[src/scope_pkg.sv]
/* Sizes, register map and state encodings of the oscilloscope capture design.
   DEPTH and N_CHANNELS must be powers of two and N_CHANNELS at least 2.
   The DMA builds word addresses by concatenating channel and sample index. */
package scope_pkg;

    localparam int N_CHANNELS   = 2;
    localparam int CH_WIDTH     = $clog2(N_CHANNELS);
    localparam int SAMPLE_WIDTH = 16;
    localparam int DEPTH        = 16;
    localparam int INDEX_WIDTH  = $clog2(DEPTH);
    localparam int ADDR_WIDTH   = 16;

    // AXI4-Lite geometry of the register file
    localparam int AXI_ADDR_WIDTH = 8;
    localparam int AXI_DATA_WIDTH = 32;

    localparam logic [AXI_ADDR_WIDTH-1:0] REG_CTRL   = 8'h00;
    localparam logic [AXI_ADDR_WIDTH-1:0] REG_LEVEL  = 8'h04;
    localparam logic [AXI_ADDR_WIDTH-1:0] REG_PRE    = 8'h08;
    localparam logic [AXI_ADDR_WIDTH-1:0] REG_BASE   = 8'h0C;
    localparam logic [AXI_ADDR_WIDTH-1:0] REG_STATUS = 8'h10;

    // Bit positions inside CTRL and STATUS
    localparam int CTRL_ARM_BIT       = 0;
    localparam int CTRL_SEL_BIT       = 1;
    localparam int STATUS_ARMED_BIT   = 0;
    localparam int STATUS_TRIG_BIT    = 1;
    localparam int STATUS_DONE_BIT    = 2;

    localparam logic [1:0] AXI_RESP_OKAY = 2'b00;

    typedef enum logic [1:0] {
        TRIG_IDLE,
        TRIG_ARMED,
        TRIG_TRIGGERED
    } trig_state_t;

    typedef enum logic [1:0] {
        BUF_FILLING,
        BUF_POST,
        BUF_FULL
    } buf_state_t;

    typedef enum logic [1:0] {
        DMA_IDLE,
        DMA_REQUEST,
        DMA_WRITE,
        DMA_DONE
    } dma_state_t;

endpackage

[src/scope_if.sv]
/* Read side of one channel's capture buffer.
   rd_data is valid on the cycle after rd_en and holds until the next rd_en. */
`timescale 1ns/1ps

interface capture_rd_if import scope_pkg::*; ();

    logic                    full;
    logic                    rd_en;
    logic [INDEX_WIDTH-1:0]  rd_index;
    logic [SAMPLE_WIDTH-1:0] rd_data;

    modport buffer (
        output full,
        output rd_data,
        input  rd_en,
        input  rd_index
    );

    modport engine (
        input  full,
        input  rd_data,
        output rd_en,
        output rd_index
    );

endinterface

[src/trigger_engine.sv]
/* AXI4-Lite register file and level-crossing trigger.
   Arming is accepted only from IDLE, so a CTRL write during a capture only
   changes the channel select. Samples are compared as unsigned values. */
`timescale 1ns/1ps

module trigger_engine import scope_pkg::*; (
    input  logic                                   clock,
    input  logic                                   rst,
    input  logic                                   in_valid,
    input  logic [N_CHANNELS-1:0][SAMPLE_WIDTH-1:0] in_data,
    input  logic                                   dma_done,
    input  logic [AXI_ADDR_WIDTH-1:0]              s_awaddr,
    input  logic                                   s_awvalid,
    output logic                                   s_awready,
    input  logic [AXI_DATA_WIDTH-1:0]              s_wdata,
    input  logic                                   s_wvalid,
    output logic                                   s_wready,
    output logic [1:0]                             s_bresp,
    output logic                                   s_bvalid,
    input  logic                                   s_bready,
    input  logic [AXI_ADDR_WIDTH-1:0]              s_araddr,
    input  logic                                   s_arvalid,
    output logic                                   s_arready,
    output logic [AXI_DATA_WIDTH-1:0]              s_rdata,
    output logic [1:0]                             s_rresp,
    output logic                                   s_rvalid,
    input  logic                                   s_rready,
    output logic                                   trigger,
    output logic [INDEX_WIDTH-1:0]                 pre_count,
    output logic [ADDR_WIDTH-1:0]                  base_addr,
    output logic                                   capture_clear
);

    trig_state_t             state;
    logic [CH_WIDTH-1:0]     trig_sel;
    logic [SAMPLE_WIDTH-1:0] level;
    logic [SAMPLE_WIDTH-1:0] watched;
    logic [SAMPLE_WIDTH-1:0] prev_sample;
    logic                    prev_valid;
    logic [INDEX_WIDTH-1:0]  stored;
    logic                    complete;
    logic                    wr_fire;
    logic                    rd_fire;
    logic                    arm_req;
    logic                    crossing;

    // Address and data are taken together, one write in flight at a time
    assign wr_fire   = s_awvalid && s_wvalid && !s_bvalid;
    assign s_awready = wr_fire;
    assign s_wready  = wr_fire;
    assign s_bresp   = AXI_RESP_OKAY;
    assign rd_fire   = s_arvalid && !s_rvalid;
    assign s_arready = rd_fire;
    assign s_rresp   = AXI_RESP_OKAY;

    assign arm_req  = wr_fire && (s_awaddr == REG_CTRL) && s_wdata[CTRL_ARM_BIT]
                      && (state == TRIG_IDLE);
    assign watched  = in_data[trig_sel];

    // Rising crossing, counted only once PRE samples precede it since arming
    assign crossing = (state == TRIG_ARMED) && in_valid && prev_valid
                      && (prev_sample < level) && (watched >= level)
                      && (stored >= pre_count);

    // The buffers are released in the same cycle as the DMA reports done
    assign capture_clear = dma_done;

    always_ff @(posedge clock) begin
        if (rst) begin
            trig_sel  <= '0;
            level     <= '0;
            pre_count <= '0;
            base_addr <= '0;
        end else if (wr_fire) begin
            case (s_awaddr)
                REG_CTRL:  trig_sel  <= s_wdata[CTRL_SEL_BIT +: CH_WIDTH];
                REG_LEVEL: level     <= s_wdata[SAMPLE_WIDTH-1:0];
                REG_PRE:   pre_count <= s_wdata[INDEX_WIDTH-1:0];
                REG_BASE:  base_addr <= s_wdata[ADDR_WIDTH-1:0];
                default: ;
            endcase
        end
    end

    always_ff @(posedge clock) begin
        if (rst) begin
            s_bvalid <= 1'b0;
            s_rvalid <= 1'b0;
        end else begin
            if (wr_fire) begin
                s_bvalid <= 1'b1;
            end else if (s_bready) begin
                s_bvalid <= 1'b0;
            end
            if (rd_fire) begin
                s_rvalid <= 1'b1;
            end else if (s_rready) begin
                s_rvalid <= 1'b0;
            end
        end
    end

    always_ff @(posedge clock) begin
        if (rd_fire) begin
            s_rdata <= '0;
            case (s_araddr)
                REG_CTRL: begin
                    s_rdata[CTRL_ARM_BIT] <= (state == TRIG_ARMED);
                    s_rdata[CTRL_SEL_BIT +: CH_WIDTH] <= trig_sel;
                end
                REG_LEVEL: s_rdata[SAMPLE_WIDTH-1:0] <= level;
                REG_PRE:   s_rdata[INDEX_WIDTH-1:0]  <= pre_count;
                REG_BASE:  s_rdata[ADDR_WIDTH-1:0]   <= base_addr;
                REG_STATUS: begin
                    s_rdata[STATUS_ARMED_BIT] <= (state == TRIG_ARMED);
                    s_rdata[STATUS_TRIG_BIT]  <= (state == TRIG_TRIGGERED);
                    s_rdata[STATUS_DONE_BIT]  <= complete;
                end
                default: ;
            endcase
        end
    end

    always_ff @(posedge clock) begin
        if (rst) begin
            state      <= TRIG_IDLE;
            trigger    <= 1'b0;
            complete   <= 1'b0;
            prev_valid <= 1'b0;
            stored     <= '0;
        end else begin
            trigger <= crossing;
            if (dma_done) begin
                state    <= TRIG_IDLE;
                complete <= 1'b1;
            end else if (arm_req) begin
                state      <= TRIG_ARMED;
                complete   <= 1'b0;
                prev_valid <= 1'b0;
                stored     <= '0;
            end else if (state == TRIG_ARMED && in_valid) begin
                prev_valid <= 1'b1;
                // Saturates, PRE can never exceed DEPTH-1
                if (stored != INDEX_WIDTH'(DEPTH - 1)) begin
                    stored <= stored + 1'b1;
                end
                if (crossing) begin
                    state <= TRIG_TRIGGERED;
                end
            end
        end
    end

    always_ff @(posedge clock) begin
        if (state == TRIG_ARMED && in_valid) begin
            prev_sample <= watched;
        end
    end

endmodule

[src/capture_buffer.sv]
/* Circular sample memory of one channel.
   The trigger pulse arrives one cycle after the crossing sample was written.
   The memory keeps writing while FILLING, so old samples are overwritten. */
`timescale 1ns/1ps

module capture_buffer import scope_pkg::*; (
    input  logic                    clock,
    input  logic                    rst,
    input  logic                    in_valid,
    input  logic [SAMPLE_WIDTH-1:0] sample,
    input  logic                    trigger,
    input  logic [INDEX_WIDTH-1:0]  pre_count,
    input  logic                    capture_clear,
    capture_rd_if.buffer            rd
);

    buf_state_t              state;
    logic [SAMPLE_WIDTH-1:0] mem [DEPTH];
    logic [INDEX_WIDTH-1:0]  wr_ptr;
    logic [INDEX_WIDTH-1:0]  start_ptr;
    logic [INDEX_WIDTH-1:0]  rd_addr;
    logic [INDEX_WIDTH-1:0]  post_left;
    logic [INDEX_WIDTH-1:0]  post_target;
    logic                    wr_en;

    // Samples still needed after the trigger sample itself
    assign post_target = INDEX_WIDTH'(DEPTH - 1) - pre_count;

    always_comb begin
        case (state)
            // With no post samples needed, a sample on the trigger cycle
            // would overwrite the oldest pre-trigger entry
            BUF_FILLING: wr_en = in_valid && !(trigger && post_target == '0);
            BUF_POST:    wr_en = in_valid;
            default:     wr_en = 1'b0;
        endcase
    end

    always_ff @(posedge clock) begin
        if (rst) begin
            state     <= BUF_FILLING;
            wr_ptr    <= '0;
            start_ptr <= '0;
            post_left <= '0;
        end else if (capture_clear) begin
            state  <= BUF_FILLING;
            wr_ptr <= '0;
        end else begin
            if (wr_en) begin
                wr_ptr <= wr_ptr + 1'b1;
            end
            case (state)
                BUF_FILLING: begin
                    if (trigger) begin
                        // The crossing sample sits just behind the write pointer
                        start_ptr <= wr_ptr - 1'b1 - pre_count;
                        if (post_target == INDEX_WIDTH'(wr_en)) begin
                            state <= BUF_FULL;
                        end else begin
                            post_left <= post_target - INDEX_WIDTH'(wr_en);
                            state     <= BUF_POST;
                        end
                    end
                end
                BUF_POST: begin
                    if (in_valid) begin
                        post_left <= post_left - 1'b1;
                        if (post_left == INDEX_WIDTH'(1)) begin
                            state <= BUF_FULL;
                        end
                    end
                end
                default: ;
            endcase
        end
    end

    // Index 0 of a read is the oldest retained pre-trigger sample
    assign rd_addr = start_ptr + rd.rd_index;
    assign rd.full = (state == BUF_FULL);

    always_ff @(posedge clock) begin
        if (wr_en) begin
            mem[wr_ptr] <= sample;
        end
        if (rd.rd_en) begin
            rd.rd_data <= mem[rd_addr];
        end
    end

endmodule

[src/dma_engine.sv]
/* Drains all capture buffers to the memory write port, channel by channel.
   One sample is in flight at a time, so a transfer takes two cycles per
   sample at best. base_addr must stay constant while a transfer runs. */
`timescale 1ns/1ps

module dma_engine import scope_pkg::*; (
    input  logic                    clock,
    input  logic                    rst,
    input  logic                    disable_dma,
    input  logic [ADDR_WIDTH-1:0]   base_addr,
    input  logic                    wr_ready,
    capture_rd_if.engine            rd [N_CHANNELS],
    output logic                    wr_valid,
    output logic [ADDR_WIDTH-1:0]   wr_addr,
    output logic [SAMPLE_WIDTH-1:0] wr_data,
    output logic                    dma_done
);

    dma_state_t                                    state;
    logic [CH_WIDTH-1:0]                           ch;
    logic [INDEX_WIDTH-1:0]                        idx;
    logic [N_CHANNELS-1:0]                         full_vec;
    logic [N_CHANNELS-1:0][SAMPLE_WIDTH-1:0]       data_vec;
    logic                                          last;

    for (genvar g = 0; g < N_CHANNELS; g++) begin : g_rd
        assign full_vec[g]    = rd[g].full;
        assign data_vec[g]    = rd[g].rd_data;
        assign rd[g].rd_en    = (state == DMA_REQUEST) && (ch == CH_WIDTH'(g));
        assign rd[g].rd_index = idx;
    end

    // DEPTH is a power of two, so c*DEPTH + k is the concatenation {c, k}
    assign wr_addr  = base_addr + ADDR_WIDTH'({ch, idx});
    assign wr_data  = data_vec[ch];
    assign wr_valid = (state == DMA_WRITE);
    assign dma_done = (state == DMA_DONE);
    assign last     = (idx == INDEX_WIDTH'(DEPTH - 1)) && (ch == CH_WIDTH'(N_CHANNELS - 1));

    always_ff @(posedge clock) begin
        if (rst) begin
            state <= DMA_IDLE;
            ch    <= '0;
            idx   <= '0;
        end else begin
            case (state)
                DMA_IDLE: begin
                    if (&full_vec && !disable_dma) begin
                        ch    <= '0;
                        idx   <= '0;
                        state <= DMA_REQUEST;
                    end
                end
                // Read data shows up one cycle later and holds while stalled
                DMA_REQUEST: state <= DMA_WRITE;
                DMA_WRITE: begin
                    if (wr_ready) begin
                        if (last) begin
                            state <= DMA_DONE;
                        end else begin
                            {ch, idx} <= {ch, idx} + 1'b1;
                            state     <= DMA_REQUEST;
                        end
                    end
                end
                default: state <= DMA_IDLE;
            endcase
        end
    end

endmodule

[src/scope_dma.sv]
/* Top level of the multi-channel capture block.
   All channels share in_valid and there is no input back-pressure. Samples
   that arrive while the buffers are full or being drained are lost. */
`timescale 1ns/1ps

module scope_dma import scope_pkg::*; (
    input  logic                                   clock,
    input  logic                                   rst,
    input  logic                                   in_valid,
    input  logic [N_CHANNELS-1:0][SAMPLE_WIDTH-1:0] in_data,
    input  logic                                   disable_dma,
    input  logic [AXI_ADDR_WIDTH-1:0]              s_awaddr,
    input  logic                                   s_awvalid,
    output logic                                   s_awready,
    input  logic [AXI_DATA_WIDTH-1:0]              s_wdata,
    input  logic                                   s_wvalid,
    output logic                                   s_wready,
    output logic [1:0]                             s_bresp,
    output logic                                   s_bvalid,
    input  logic                                   s_bready,
    input  logic [AXI_ADDR_WIDTH-1:0]              s_araddr,
    input  logic                                   s_arvalid,
    output logic                                   s_arready,
    output logic [AXI_DATA_WIDTH-1:0]              s_rdata,
    output logic [1:0]                             s_rresp,
    output logic                                   s_rvalid,
    input  logic                                   s_rready,
    output logic                                   wr_valid,
    input  logic                                   wr_ready,
    output logic [ADDR_WIDTH-1:0]                  wr_addr,
    output logic [SAMPLE_WIDTH-1:0]                wr_data,
    output logic                                   dma_done
);

    logic                   trigger;
    logic [INDEX_WIDTH-1:0] pre_count;
    logic [ADDR_WIDTH-1:0]  base_addr;
    logic                   capture_clear;

    capture_rd_if rd_bus [N_CHANNELS] ();

    trigger_engine u_trigger (
        .clock         (clock),
        .rst           (rst),
        .in_valid      (in_valid),
        .in_data       (in_data),
        .dma_done      (dma_done),
        .s_awaddr      (s_awaddr),
        .s_awvalid     (s_awvalid),
        .s_awready     (s_awready),
        .s_wdata       (s_wdata),
        .s_wvalid      (s_wvalid),
        .s_wready      (s_wready),
        .s_bresp       (s_bresp),
        .s_bvalid      (s_bvalid),
        .s_bready      (s_bready),
        .s_araddr      (s_araddr),
        .s_arvalid     (s_arvalid),
        .s_arready     (s_arready),
        .s_rdata       (s_rdata),
        .s_rresp       (s_rresp),
        .s_rvalid      (s_rvalid),
        .s_rready      (s_rready),
        .trigger       (trigger),
        .pre_count     (pre_count),
        .base_addr     (base_addr),
        .capture_clear (capture_clear)
    );

    for (genvar g = 0; g < N_CHANNELS; g++) begin : g_buf
        capture_buffer u_buffer (
            .clock         (clock),
            .rst           (rst),
            .in_valid      (in_valid),
            .sample        (in_data[g]),
            .trigger       (trigger),
            .pre_count     (pre_count),
            .capture_clear (capture_clear),
            .rd            (rd_bus[g])
        );
    end

    dma_engine u_dma (
        .clock       (clock),
        .rst         (rst),
        .disable_dma (disable_dma),
        .base_addr   (base_addr),
        .wr_ready    (wr_ready),
        .rd          (rd_bus),
        .wr_valid    (wr_valid),
        .wr_addr     (wr_addr),
        .wr_data     (wr_data),
        .dma_done    (dma_done)
    );

endmodule

[config.mk]
export PLATFORM = sky130hd
export DESIGN_NAME = scope_dma
export DESIGN_NICKNAME = d
export VERILOG_FILES = /design/src/scope_pkg.sv /design/src/scope_if.sv /design/src/trigger_engine.sv /design/src/capture_buffer.sv /design/src/dma_engine.sv /design/src/scope_dma.sv
export SDC_FILE = /design/constraint.sdc
export NUM_CORES = 1
export LEC_CHECK = 0
export ABC_AREA = 0
export BUFFER_PORTS_ARGS = -buffer_cell sky130_fd_sc_hd__buf_4
export CORE_UTILIZATION = 55
export DETAILED_ROUTE_END_ITERATION = 12
export PLACE_DENSITY = 0.7
export SLEW_MARGIN = 25
export SYNTH_ARGS = -nofsm -noshare
export SYNTH_HDL_FRONTEND = slang
export SYNTH_SLANG_ARGS = --single-unit
export TNS_END_PERCENT = 1
[constraint.sdc]
create_clock -name clock -period 3.51 [get_ports clock]
set_input_delay 0.351 -clock clock [delete_from_list [all_inputs] [get_ports clock]]
set_output_delay 0.351 -clock clock [all_outputs]
set_load 0.1 [all_outputs]
==> results of run 1 <==
==> registers in the layout, summed over array words and instances (netlist names), 8 cells and up <==
name and cells:
g_buf.u_buffer.start_ptr 8, u_trigger.level 16, g_buf.u_buffer.mem 512, g_buf.u_buffer.post_left 8, u_trigger.s_rdata 16, g_buf.u_buffer.wr_ptr 8, u_trigger.base_addr 16, u_trigger.prev_sample 16
g_buf.u_buffer.rd.rd_data 32
==> synthesized netlist by cell type, types with 2 or more instances <==
library cell | count | area share (%)
edfxtp_1 | 576 | 63
mux4_2 | 128 | 10
nor2_1 | 120 | 1.6
dfxtp_1 | 83 | 6.0
mux2i_1 | 82 | 3.0
a21oi_1 | 73 | 1.3
ha_1 | 71 | 3.2
inv_1 | 53 | 0.72
nor2b_1 | 42 | 0.95
buf_4 | 37 | 1.0
a211oi_1 | 36 | 0.98
clkbuf_1 | 34 | 0.46
nand2_1 | 33 | 0.45
mux2_2 | 31 | 1.3
xnor2_1 | 23 | 0.73
o21ai_0 | 20 | 0.36
nand4_1 | 17 | 0.38
buf_2 | 16 | 0.29
nor3_1 | 16 | 0.29
xor2_1 | 15 | 0.48
nand2b_1 | 14 | 0.32
a22o_1 | 12 | 0.38
nand3_1 | 11 | 0.20
a21o_1 | 7 | 0.19
buf_1 | 6 | 0.081
fa_1 | 5 | 0.36
a211o_1 | 4 | 0.13
nand3b_1 | 4 | 0.11
o21a_1 | 4 | 0.11
or3_1 | 4 | 0.091
a31oi_1 | 3 | 0.068
a32oi_1 | 3 | 0.095
and3_1 | 3 | 0.068
a2111oi_0 | 2 | 0.063
a221o_1 | 2 | 0.072
a22oi_1 | 2 | 0.054
nor3b_1 | 2 | 0.054
nor4_1 | 2 | 0.045
nor4bb_1 | 2 | 0.072
o211a_1 | 2 | 0.072
o32ai_1 | 2 | 0.063
or4_1 | 2 | 0.054
==> layout make-up <==
type,instances,area (um2),share of cell area (%)
Sequential cell,659,19000,59.4
Inverter,53,199,0.623
Antenna cell,1,2.50,0.00783
Multi-Input combinational cell,837,8170,25.6
Clock inverter,26,278,0.870
Clock buffer,86,1840,5.77
Timing Repair Buffer,203,1650,5.18
Tap cell,664,831,2.60
==> cells by family (layout without fill, tap and decap cells) <==
family          after synthesis  count (layout)  share of synthesized area [%]
flops                       659             659                           68.6
simple gates                283             283                           5.16
mux                         241             241                           14.7
compound gates              179             179                           4.18
buf+inv                     147             368                           2.60
fa+ha+maj                    76              76                           3.58
xor+xnor                     38              38                           1.20
other cells                   1              21                         0.0136
==> repair_timing <==
item	in CTS	in global routing
resized for setup	3	3
endpoints found under the setup margin	4	4
pin swaps	0	0
hold endpoints to repair	22	0
hold buffers	14	0
==> critical path, stage by stage (launching register included) <==
cell and delay, ps:
dfxtp_4 410, ha_1 200, inv_1 60, fa_1 410, nor2b_1 140, o21a_1 140, o21ai_0 100, a21oi_1 200
buf_4 170, nand4_1 140, xnor2_2 200, buf_6 250
==> final timing paths <==
kind	from	slack, ps	to
worst min register to register	u_trigger.complete	490	u_trigger.complete
worst max-delay path	u_dma.rd[0].rd_index[0]	140	wr_addr[14]
worst min-delay path	s_wdata[15]	30	u_trigger.level[15]
worst max register to register	u_trigger.pre_count[1]	630	g_buf[0].u_buffer.post_left[0]
==> report_power, final <==
part | switching, mW | total (mW) | leakage [nW] | internal, mW
logic | 0.489 | 0.687 | 4.41 | 0.198
clock network | 2.85 | 6.98 | 1.04 | 4.13
registers | 0.0299 | 8.64 | 5.89 | 8.61
==> per-layer routing <==
layer / up-vias / global-route usage, %
met5: - / 0
met4: 0 / 7.65
met3: 97 / 5.50
met2: 559 / 39.6
met1: 7640 / 33.5
li1: 6710 / -
==> results.sh, run 1 <==
export IMPL_outcome="completed"
export IMPL_cp_arrival_ps=3020
export IMPL_peakVddDrop_uv=333
export IMPL_seq_area_frac_synth_pct=68.6
export IMPL_pre_cts_ws_ps=505
export IMPL_postRouteAntennaNets=0
export IMPL_path_class="flip-flop to primary output"
export IMPL_dieArea_mm2=0.0511
export IMPL_tightest_slew_ps=866
export IMPL_crit_fanout=6
export IMPL_path_clk_slew_ps=60
export IMPL_maxCapViolCount=0
export IMPL_grt_usage_pct=24.6
export IMPL_first_global_vias=15089
export IMPL_design_area_mm2=0.0319
export IMPL_drive_above_1_share_pct=25.3
export IMPL_dr_first_iter_drc_count=1260
export IMPL_rr_worst_depth=9
export IMPL_worstPathRequired_ps=3160
export IMPL_final_common_cell="edfxtp_1"
export IMPL_power_mw=16.3
export IMPL_hold_depth=3
export IMPL_p_leak_nw=11.3
export IMPL_met1_length_mm=25.3
export IMPL_yosys_warnings=0
export IMPL_syn2layout_area_growth_pct=15.6
export IMPL_crit_path_start_kind="flip-flop"
export IMPL_setup_viol=0
export IMPL_postPlaceCellArea_mm2=0.0297
export IMPL_vias_per_cell=5.93
export IMPL_async_reset_ff_share_pct=0
export IMPL_place_gp_congestion=0.819
export IMPL_start_util_pct=56.1
export IMPL_fillCellCount=3418
export IMPL_num_vias=15006
export IMPL_wl_per_cell_um=24.0
export IMPL_synth_ff_type="edfxtp_1"
export IMPL_core_area_mm2=0.0493
export IMPL_wl_met2_mm=29.4
export IMPL_crit_path_end_kind="primary output"
export IMPL_final_cell_mix="edfxtp_1, buf_4, mux4_2"
export IMPL_grt_pass1_wl_mm=90.8
export IMPL_hpwl_mm=38.1
export IMPL_fin_tns_setup_ps=0
export IMPL_cts_buffers=68
export IMPL_grt_max_degree=72
export IMPL_hold_path_class="primary input to flip-flop"
export IMPL_syn_inst=1624
export IMPL_fin_nets=1988
export IMPL_hold_viol=0
export IMPL_cts_buffer_depth=3
export IMPL_synth_area_mm2=0.0276
export IMPL_rows=81
export IMPL_dp_cells=2402
export IMPL_power_density_mw_per_mm2=510
export IMPL_die_w_um=226
export IMPL_avgSynthCellArea_um2=17.0
export IMPL_min_period_ps=3370
export IMPL_synth_cell_types=62
export IMPL_max_freq_ghz=0.297
export IMPL_drt_wl_total_mm=60.7
export IMPL_cts_sink_count=659
export IMPL_htreeDepth=3
export IMPL_hold_slack_ps=25.6
export IMPL_rsz0062_at_grt="no"
export IMPL_drv_slew=0
export IMPL_antenna_found_initial=1
export IMPL_wl_met3_mm=4.76
export IMPL_route_detailed_drc=0
export IMPL_fin_util_pct=64.8
export IMPL_worstSkewPairLatency_ps=600
export IMPL_port_buffers=128
export IMPL_postCtsSetupBuffers=0
export IMPL_synth_edff_count=576
export IMPL_period_share_pct=96.1
export IMPL_slew_headroom_pct=42.0
export IMPL_cts_root_buf="clkbuf_16"
export IMPL_ios=165
export IMPL_setup_slack_ps=137
export IMPL_fin_skew_ps=27.8
export IMPL_cts_tree="yes"
export IMPL_synth_seq_cells=659
export IMPL_grt_overflow=0
export IMPL_highest_layer="met4"
export IMPL_finalNonFillerCells=2529
export IMPL_drt_first_pass_iters=5
export IMPL_die_h_um=226
Power figures use the tool's default switching activity.
==> run 2, diff against run 1 <==
--- a/config.mk
+++ b/config.mk
@@ -9,9 +9,11 @@
 export BUFFER_PORTS_ARGS = -buffer_cell sky130_fd_sc_hd__buf_4
 export CORE_UTILIZATION = 55
 export DETAILED_ROUTE_END_ITERATION = 12
+export MAX_ROUTING_LAYER = met4
 export PLACE_DENSITY = 0.7
 export SLEW_MARGIN = 25
 export SYNTH_ARGS = -nofsm -noshare
 export SYNTH_HDL_FRONTEND = slang
+export SYNTH_HIERARCHICAL = 1
 export SYNTH_SLANG_ARGS = --single-unit
 export TNS_END_PERCENT = 1
==> results.sh, run 2 <==
export IMPL_fin_skew_ps=15.0
export IMPL_outcome="completed"
export IMPL_synth_cell_types=75
export IMPL_final_common_cell="edfxtp_1"
export IMPL_tightest_slew_ps=850
export IMPL_dieArea_mm2=0.0529
export IMPL_grt_max_degree=80
export IMPL_synth_largest_area_cell="edfxtp_1"
export IMPL_drv_slew=0
export IMPL_maxCapViolCount=0
export IMPL_worstSkewPairLatency_ps=600
export IMPL_route_detailed_drc=0
export IMPL_crit_fanout=6
export IMPL_place_gp_congestion=0.830
export IMPL_hold_slack_ps=26.6
export IMPL_hold_path_class="primary input to flip-flop"
export IMPL_grt_pass1_wl_mm=95.6
export IMPL_clkPwrFrac_pct=43.2
export IMPL_largest_reg_flops=512
export IMPL_hpwl_mm=38.8
export IMPL_switching_share_pct=20.9
export IMPL_cts_sink_count=659
export IMPL_setup_viol=0
export IMPL_cts_buffers=66
export IMPL_cts_tree="yes"
export IMPL_power_density_mw_per_mm2=502
export IMPL_postRouteAntennaNets=0
export IMPL_pwr_share_seq_pct=52.5
export IMPL_setup_slack_ps=264
export IMPL_ios=165
export IMPL_first_global_vias=16253
export IMPL_yosys_warnings=6
export IMPL_min_period_ps=3250
export IMPL_synthTopCellsByArea="edfxtp_1, mux4_2, dfxtp_1"
export IMPL_final_cell_mix="edfxtp_1, buf_4, nand2_1"
export IMPL_cp_arrival_ps=2890
export IMPL_power_mw=16.4
export IMPL_synth_top_area_share_pct=60.5
export IMPL_path_clk_slew_ps=60
export IMPL_rows=83
export IMPL_crit_path_start_kind="flip-flop"
export IMPL_port_buffers=128
export IMPL_synth_edff_count=576
export IMPL_drt_wl_total_mm=62.2
export IMPL_fin_util_pct=63.9
export IMPL_slew_headroom_pct=43.3
export IMPL_seq_area_frac_synth_pct=66.3
export IMPL_p_int_mw=13.0
export IMPL_dr_first_iter_drc_count=1259
export IMPL_postPlaceCellArea_mm2=0.0305
export IMPL_worstPathRequired_ps=3160
export IMPL_synth_seq_cells=659
export IMPL_fin_nets=2075
export IMPL_start_util_pct=55.7
export IMPL_max_freq_ghz=0.308
export IMPL_reg_top3="g_buf.u_buffer/mem x512, g_buf.u_buffer/rd.rd_data x32"
export IMPL_syn_inst=1735
export IMPL_fin_tns_setup_ps=0
export IMPL_switchingPower_mw=3.44
export IMPL_rsz0062_at_grt="no"
export IMPL_pre_cts_ws_ps=665
export IMPL_peakVddDrop_uv=273
export IMPL_num_vias=16037
export IMPL_crit_path_end_kind="primary output"
export IMPL_grt_usage_pct=24.8
export IMPL_drive_above_1_share_pct=21.5
export IMPL_hold_viol=0
export IMPL_syn2layout_area_growth_pct=14.6
export IMPL_antenna_found_initial=0
export IMPL_combPwrFrac_pct=4.3
export IMPL_synth_ff_type="edfxtp_1"
export IMPL_period_share_pct=92.5
export IMPL_dp_cells=2509
export IMPL_drt_first_pass_iters=5
export IMPL_regMostFlops="g_buf.u_buffer/mem"
export IMPL_synth_commonest_cells="edfxtp_1, nand2_1, nor2_1"
export IMPL_design_area_mm2=0.0328
export IMPL_die_h_um=230
export IMPL_grt_overflow=0
export IMPL_vias_per_cell=6.07
export IMPL_async_reset_ff_share_pct=0
export IMPL_core_area_mm2=0.0513
export IMPL_p_leak_nw=11.5
export IMPL_cts_root_buf="clkbuf_16"
export IMPL_path_class="flip-flop to primary output"
export IMPL_diodes=0
export IMPL_htreeDepth=3
export IMPL_wl_per_cell_um=23.6
export IMPL_avgSynthCellArea_um2=16.5
export IMPL_die_w_um=230
export IMPL_cts_buffer_depth=3
export IMPL_finalNonFillerCells=2641
export IMPL_synth_area_mm2=0.0286
export IMPL_synth_most_common_cell="edfxtp_1"
-- run 2: repair_timing --
action | 4_1_cts | 5_1_grt
hold buffers | 11 | 0
setup endpoints to repair | 0 | 3
gates resized for setup | 0 | 1
hold endpoints to repair | 16 | 0
buffers inserted | 0 | 0
-- run 2: per-layer routing --
layer  vias up  global-route usage, %  part of all wire (%)
li1       7175                      -                     -
met1      8243                   33.4                    43
met2       544                   39.6                    49
met3        75                   3.79                   6.1
met4         0                   7.14                   1.9
met5         -                      -                     0
-- run 2: power groups by stage --
stage          clock network [mW]  logic (mW)  registers, mW
2_1_floorplan                   0       0.345           8.88
3_5_place_dp                    0       0.695           8.80
5_1_grt                      7.51       0.748           8.64
4_1_cts                      7.22       0.708           8.64
3_3_place_gp                    0       0.678           8.80
6_report                     7.10       0.702           8.64
-- run 2: final cells by class --
| type | instances | area, um2 |
|---|---|---|
| repair buffers | 198 | 1630 |
| clock inverters | 41 | 442 |
| well taps | 680 | 851 |
| multi-input cells | 930 | 8940 |
| flip-flops and latches | 659 | 19000 |
| inverters | 54 | 203 |
| clock buffers | 79 | 1750 |
| fillers | 3595 | 18500 |
-- run 2: worst max-delay path: stages (launching register included) --
cell	delay [ps]
dfxtp_2	500
ha_1	270
fa_1	260
a211oi_1	100
o21bai_1	410
nand4_1	190
xnor2_1	240
buf_4	330
-- run 2: logic make-up after synthesis --
family                   count (synthesis)  synth area share (%)
adder cells (fa/ha/maj)                 76                  3.46
buffers and inverters                  165                  3.15
AND/OR/NAND/NOR                        372                  6.62
XOR/XNOR                                33                  1.01
multiplexers                           204                  13.6
other                                    1                0.0131
AO/OA/AOI/OAI                          225                  5.88
flip-flops                             659                  66.3
-- run 2: path summary, 6_finish.rpt --
| check | endpoint | cells after the start | slack [ps] | start |
|---|---|---|---|---|
| setup / recovery | wr_addr[8] | 7 | 260 | u_dma/rd[0].rd_index[0] |
| hold / removal | u_trigger/level[7] | 3 | 30 | s_wdata[7] |
| setup reg to reg | u_trigger/trigger | 9 | 720 | u_trigger/trig_sel |
| hold reg to reg | g_buf[1].u_buffer/post_left[1] | 2 | 460 | g_buf[1].u_buffer/post_left[1] |
==> run 3, diff against run 2 <==
--- a/config.mk
+++ b/config.mk
@@ -8,6 +8,7 @@
 export ABC_AREA = 0
 export BUFFER_PORTS_ARGS = -buffer_cell sky130_fd_sc_hd__buf_4
 export CORE_UTILIZATION = 55
+export CTS_BUF_LIST = sky130_fd_sc_hd__clkbuf_8
 export DETAILED_ROUTE_END_ITERATION = 12
 export MAX_ROUTING_LAYER = met4
 export PLACE_DENSITY = 0.7
==> results.sh, run 3 (synthesized netlist as in run 2, its figures left out) <==
export IMPL_dieArea_mm2=0.0529
export IMPL_path_class="flip-flop to primary output"
export IMPL_tightest_slew_ps=841
export IMPL_min_from="in_data[31]"
export IMPL_port_buffers=128
export IMPL_place_gp_congestion=0.830
export IMPL_drt_first_pass_iters=5
export IMPL_drive_above_1_share_pct=21.4
export IMPL_p_leak_nw=11.6
export IMPL_start_util_pct=55.7
export IMPL_dr_first_iter_drc_count=1326
export IMPL_route_detailed_drc=0
export IMPL_hold_viol=0
export IMPL_cts_buffers=100
export IMPL_drv_slew=0
export IMPL_ios=165
export IMPL_fin_tns_setup_ps=0
export IMPL_final_cell_mix="edfxtp_1, buf_4, nand2_1"
export IMPL_vias_per_cell=5.95
export IMPL_grt_pass1_wl_mm=96.0
export IMPL_postRouteAntennaNets=0
export IMPL_setup_slack_ps=255
export IMPL_die_h_um=230
export IMPL_clkPwrFrac_pct=37.9
export IMPL_num_vias=16355
export IMPL_final_common_cell="edfxtp_1"
export IMPL_max_freq_ghz=0.307
export IMPL_grt_max_degree=80
export IMPL_grt_overflow=0
export IMPL_fillCellCount=3629
export IMPL_grt_usage_pct=24.8
export IMPL_postCtsSetupBuffers=0
export IMPL_hpwl_mm=38.8
export IMPL_crit_buf_inv=1
export IMPL_reg_top3="g_buf.u_buffer/mem x512, g_buf.u_buffer/rd.rd_data x32"
export IMPL_switchingPower_mw=3.38
export IMPL_path_clk_slew_ps=60
export IMPL_cts_root_buf="clkbuf_8"
export IMPL_rows=83
export IMPL_drt_wl_total_mm=61.8
export IMPL_peakVddDrop_uv=275
export IMPL_pwr_share_seq_pct=57.2
export IMPL_min_period_ps=3260
export IMPL_worstPathRequired_ps=3160
export IMPL_switching_share_pct=22.3
export IMPL_die_w_um=230
export IMPL_combPwrFrac_pct=4.9
export IMPL_slew_headroom_pct=43.9
export IMPL_dp_cells=2509
export IMPL_power_density_mw_per_mm2=460
export IMPL_cp_top_family="adder cells"
export IMPL_finalNonFillerCells=2747
export IMPL_hold_path_class="primary input to flip-flop"
export IMPL_p_int_mw=11.7
export IMPL_design_area_mm2=0.0328
export IMPL_pre_cts_ws_ps=665
export IMPL_crit_path_end_kind="primary output"
export IMPL_cts_tree="yes"
export IMPL_slowest_stage="fa_1"
export IMPL_startpoint="u_dma/rd[0].rd_index[0]"
export IMPL_wl_per_cell_um=22.5
export IMPL_maxCapViolCount=0
export IMPL_largest_reg_flops=512
export IMPL_worstSkewPairLatency_ps=660
export IMPL_regMostFlops="g_buf.u_buffer/mem"
export IMPL_period_share_pct=92.7
export IMPL_rsz0062_at_grt="no"
export IMPL_crit_fanout=6
export IMPL_setup_viol=0
export IMPL_outcome="completed"
export IMPL_cts_buffer_depth=3
export IMPL_fin_nets=2148
export IMPL_core_area_mm2=0.0513
export IMPL_antenna_found_initial=1
export IMPL_htreeDepth=3
export IMPL_cp_arrival_ps=2900
export IMPL_reg2reg_from="u_trigger/trig_sel"
export IMPL_critical_path_max_stage_delay_ps=430
export IMPL_fin_skew_ps=19.4
export IMPL_crit_chain="ha_1, fa_1, a211oi_1, o21bai_2, nand4_1, xnor2_1, buf_4"
export IMPL_first_global_vias=16619
export IMPL_crit_path_start_kind="flip-flop"
export IMPL_cts_sink_count=659
export IMPL_postPlaceCellArea_mm2=0.0305
export IMPL_syn2layout_area_growth_pct=14.7
[run 3: final cells by class]
class                      count  area (um2)  share of cell area [%]
antenna                        1        2.50                 0.00763
clock buffer                 107        1470                    4.49
clock inverter                79         357                    1.09
inverter                      54         203                   0.618
multi-input combinational    930        8940                    27.3
sequential                   659       19000                    57.8
tap                          680         851                    2.59
timing repair buffer         237        2020                    6.17
[run 3: layer usage]
metal	wire length [um]	global-route usage [%]	vias to the layer above
li1	-	-	7358
met1	26500	33.6	8313
met2	30200	39.3	593
met3	3870	3.37	91
met4	1250	7.62	0
met5	0	-	-
[run 3: worst paths after layout]
| path | end | depth (start not counted) | slack [ps] |
|---|---|---|---|
| min reg2reg | g_buf[1].u_buffer/post_left[1] | 2 | 460 |
| min | g_buf[1].u_buffer/mem[2][15] | 1 | 50 |
| max reg2reg | u_trigger/trigger | 9 | 700 |
| max | wr_addr[8] | 7 | 250 |
[run 3: per-stage QoR]
step	utilization (%)	total power, mW	hold slack, ps
finish	64.0	15.1	51.1
global route	64.0	15.6	14.4
CTS	63.9	15.2	2.13
detailed placement	59.4	9.50	457
global placement	59.4	9.48	450
floorplan	-	9.22	420
[run 3: timing repair]
action,CTS,global route
setup endpoints to repair,3,2
hold endpoints to repair,465,0
hold buffers,50,0
gates resized for setup,1,1
[run 3: power groups by stage]
| stage | clock [mW] | combinational [mW] | sequential, mW |
|---|---|---|---|
| after floorplan | 0 | 0.345 | 8.88 |
| after global placement | 0 | 0.678 | 8.80 |
| after detailed placement | 0 | 0.695 | 8.80 |
| after CTS | 5.84 | 0.743 | 8.64 |
| after global routing | 6.20 | 0.788 | 8.64 |
| final | 5.73 | 0.738 | 8.64 |
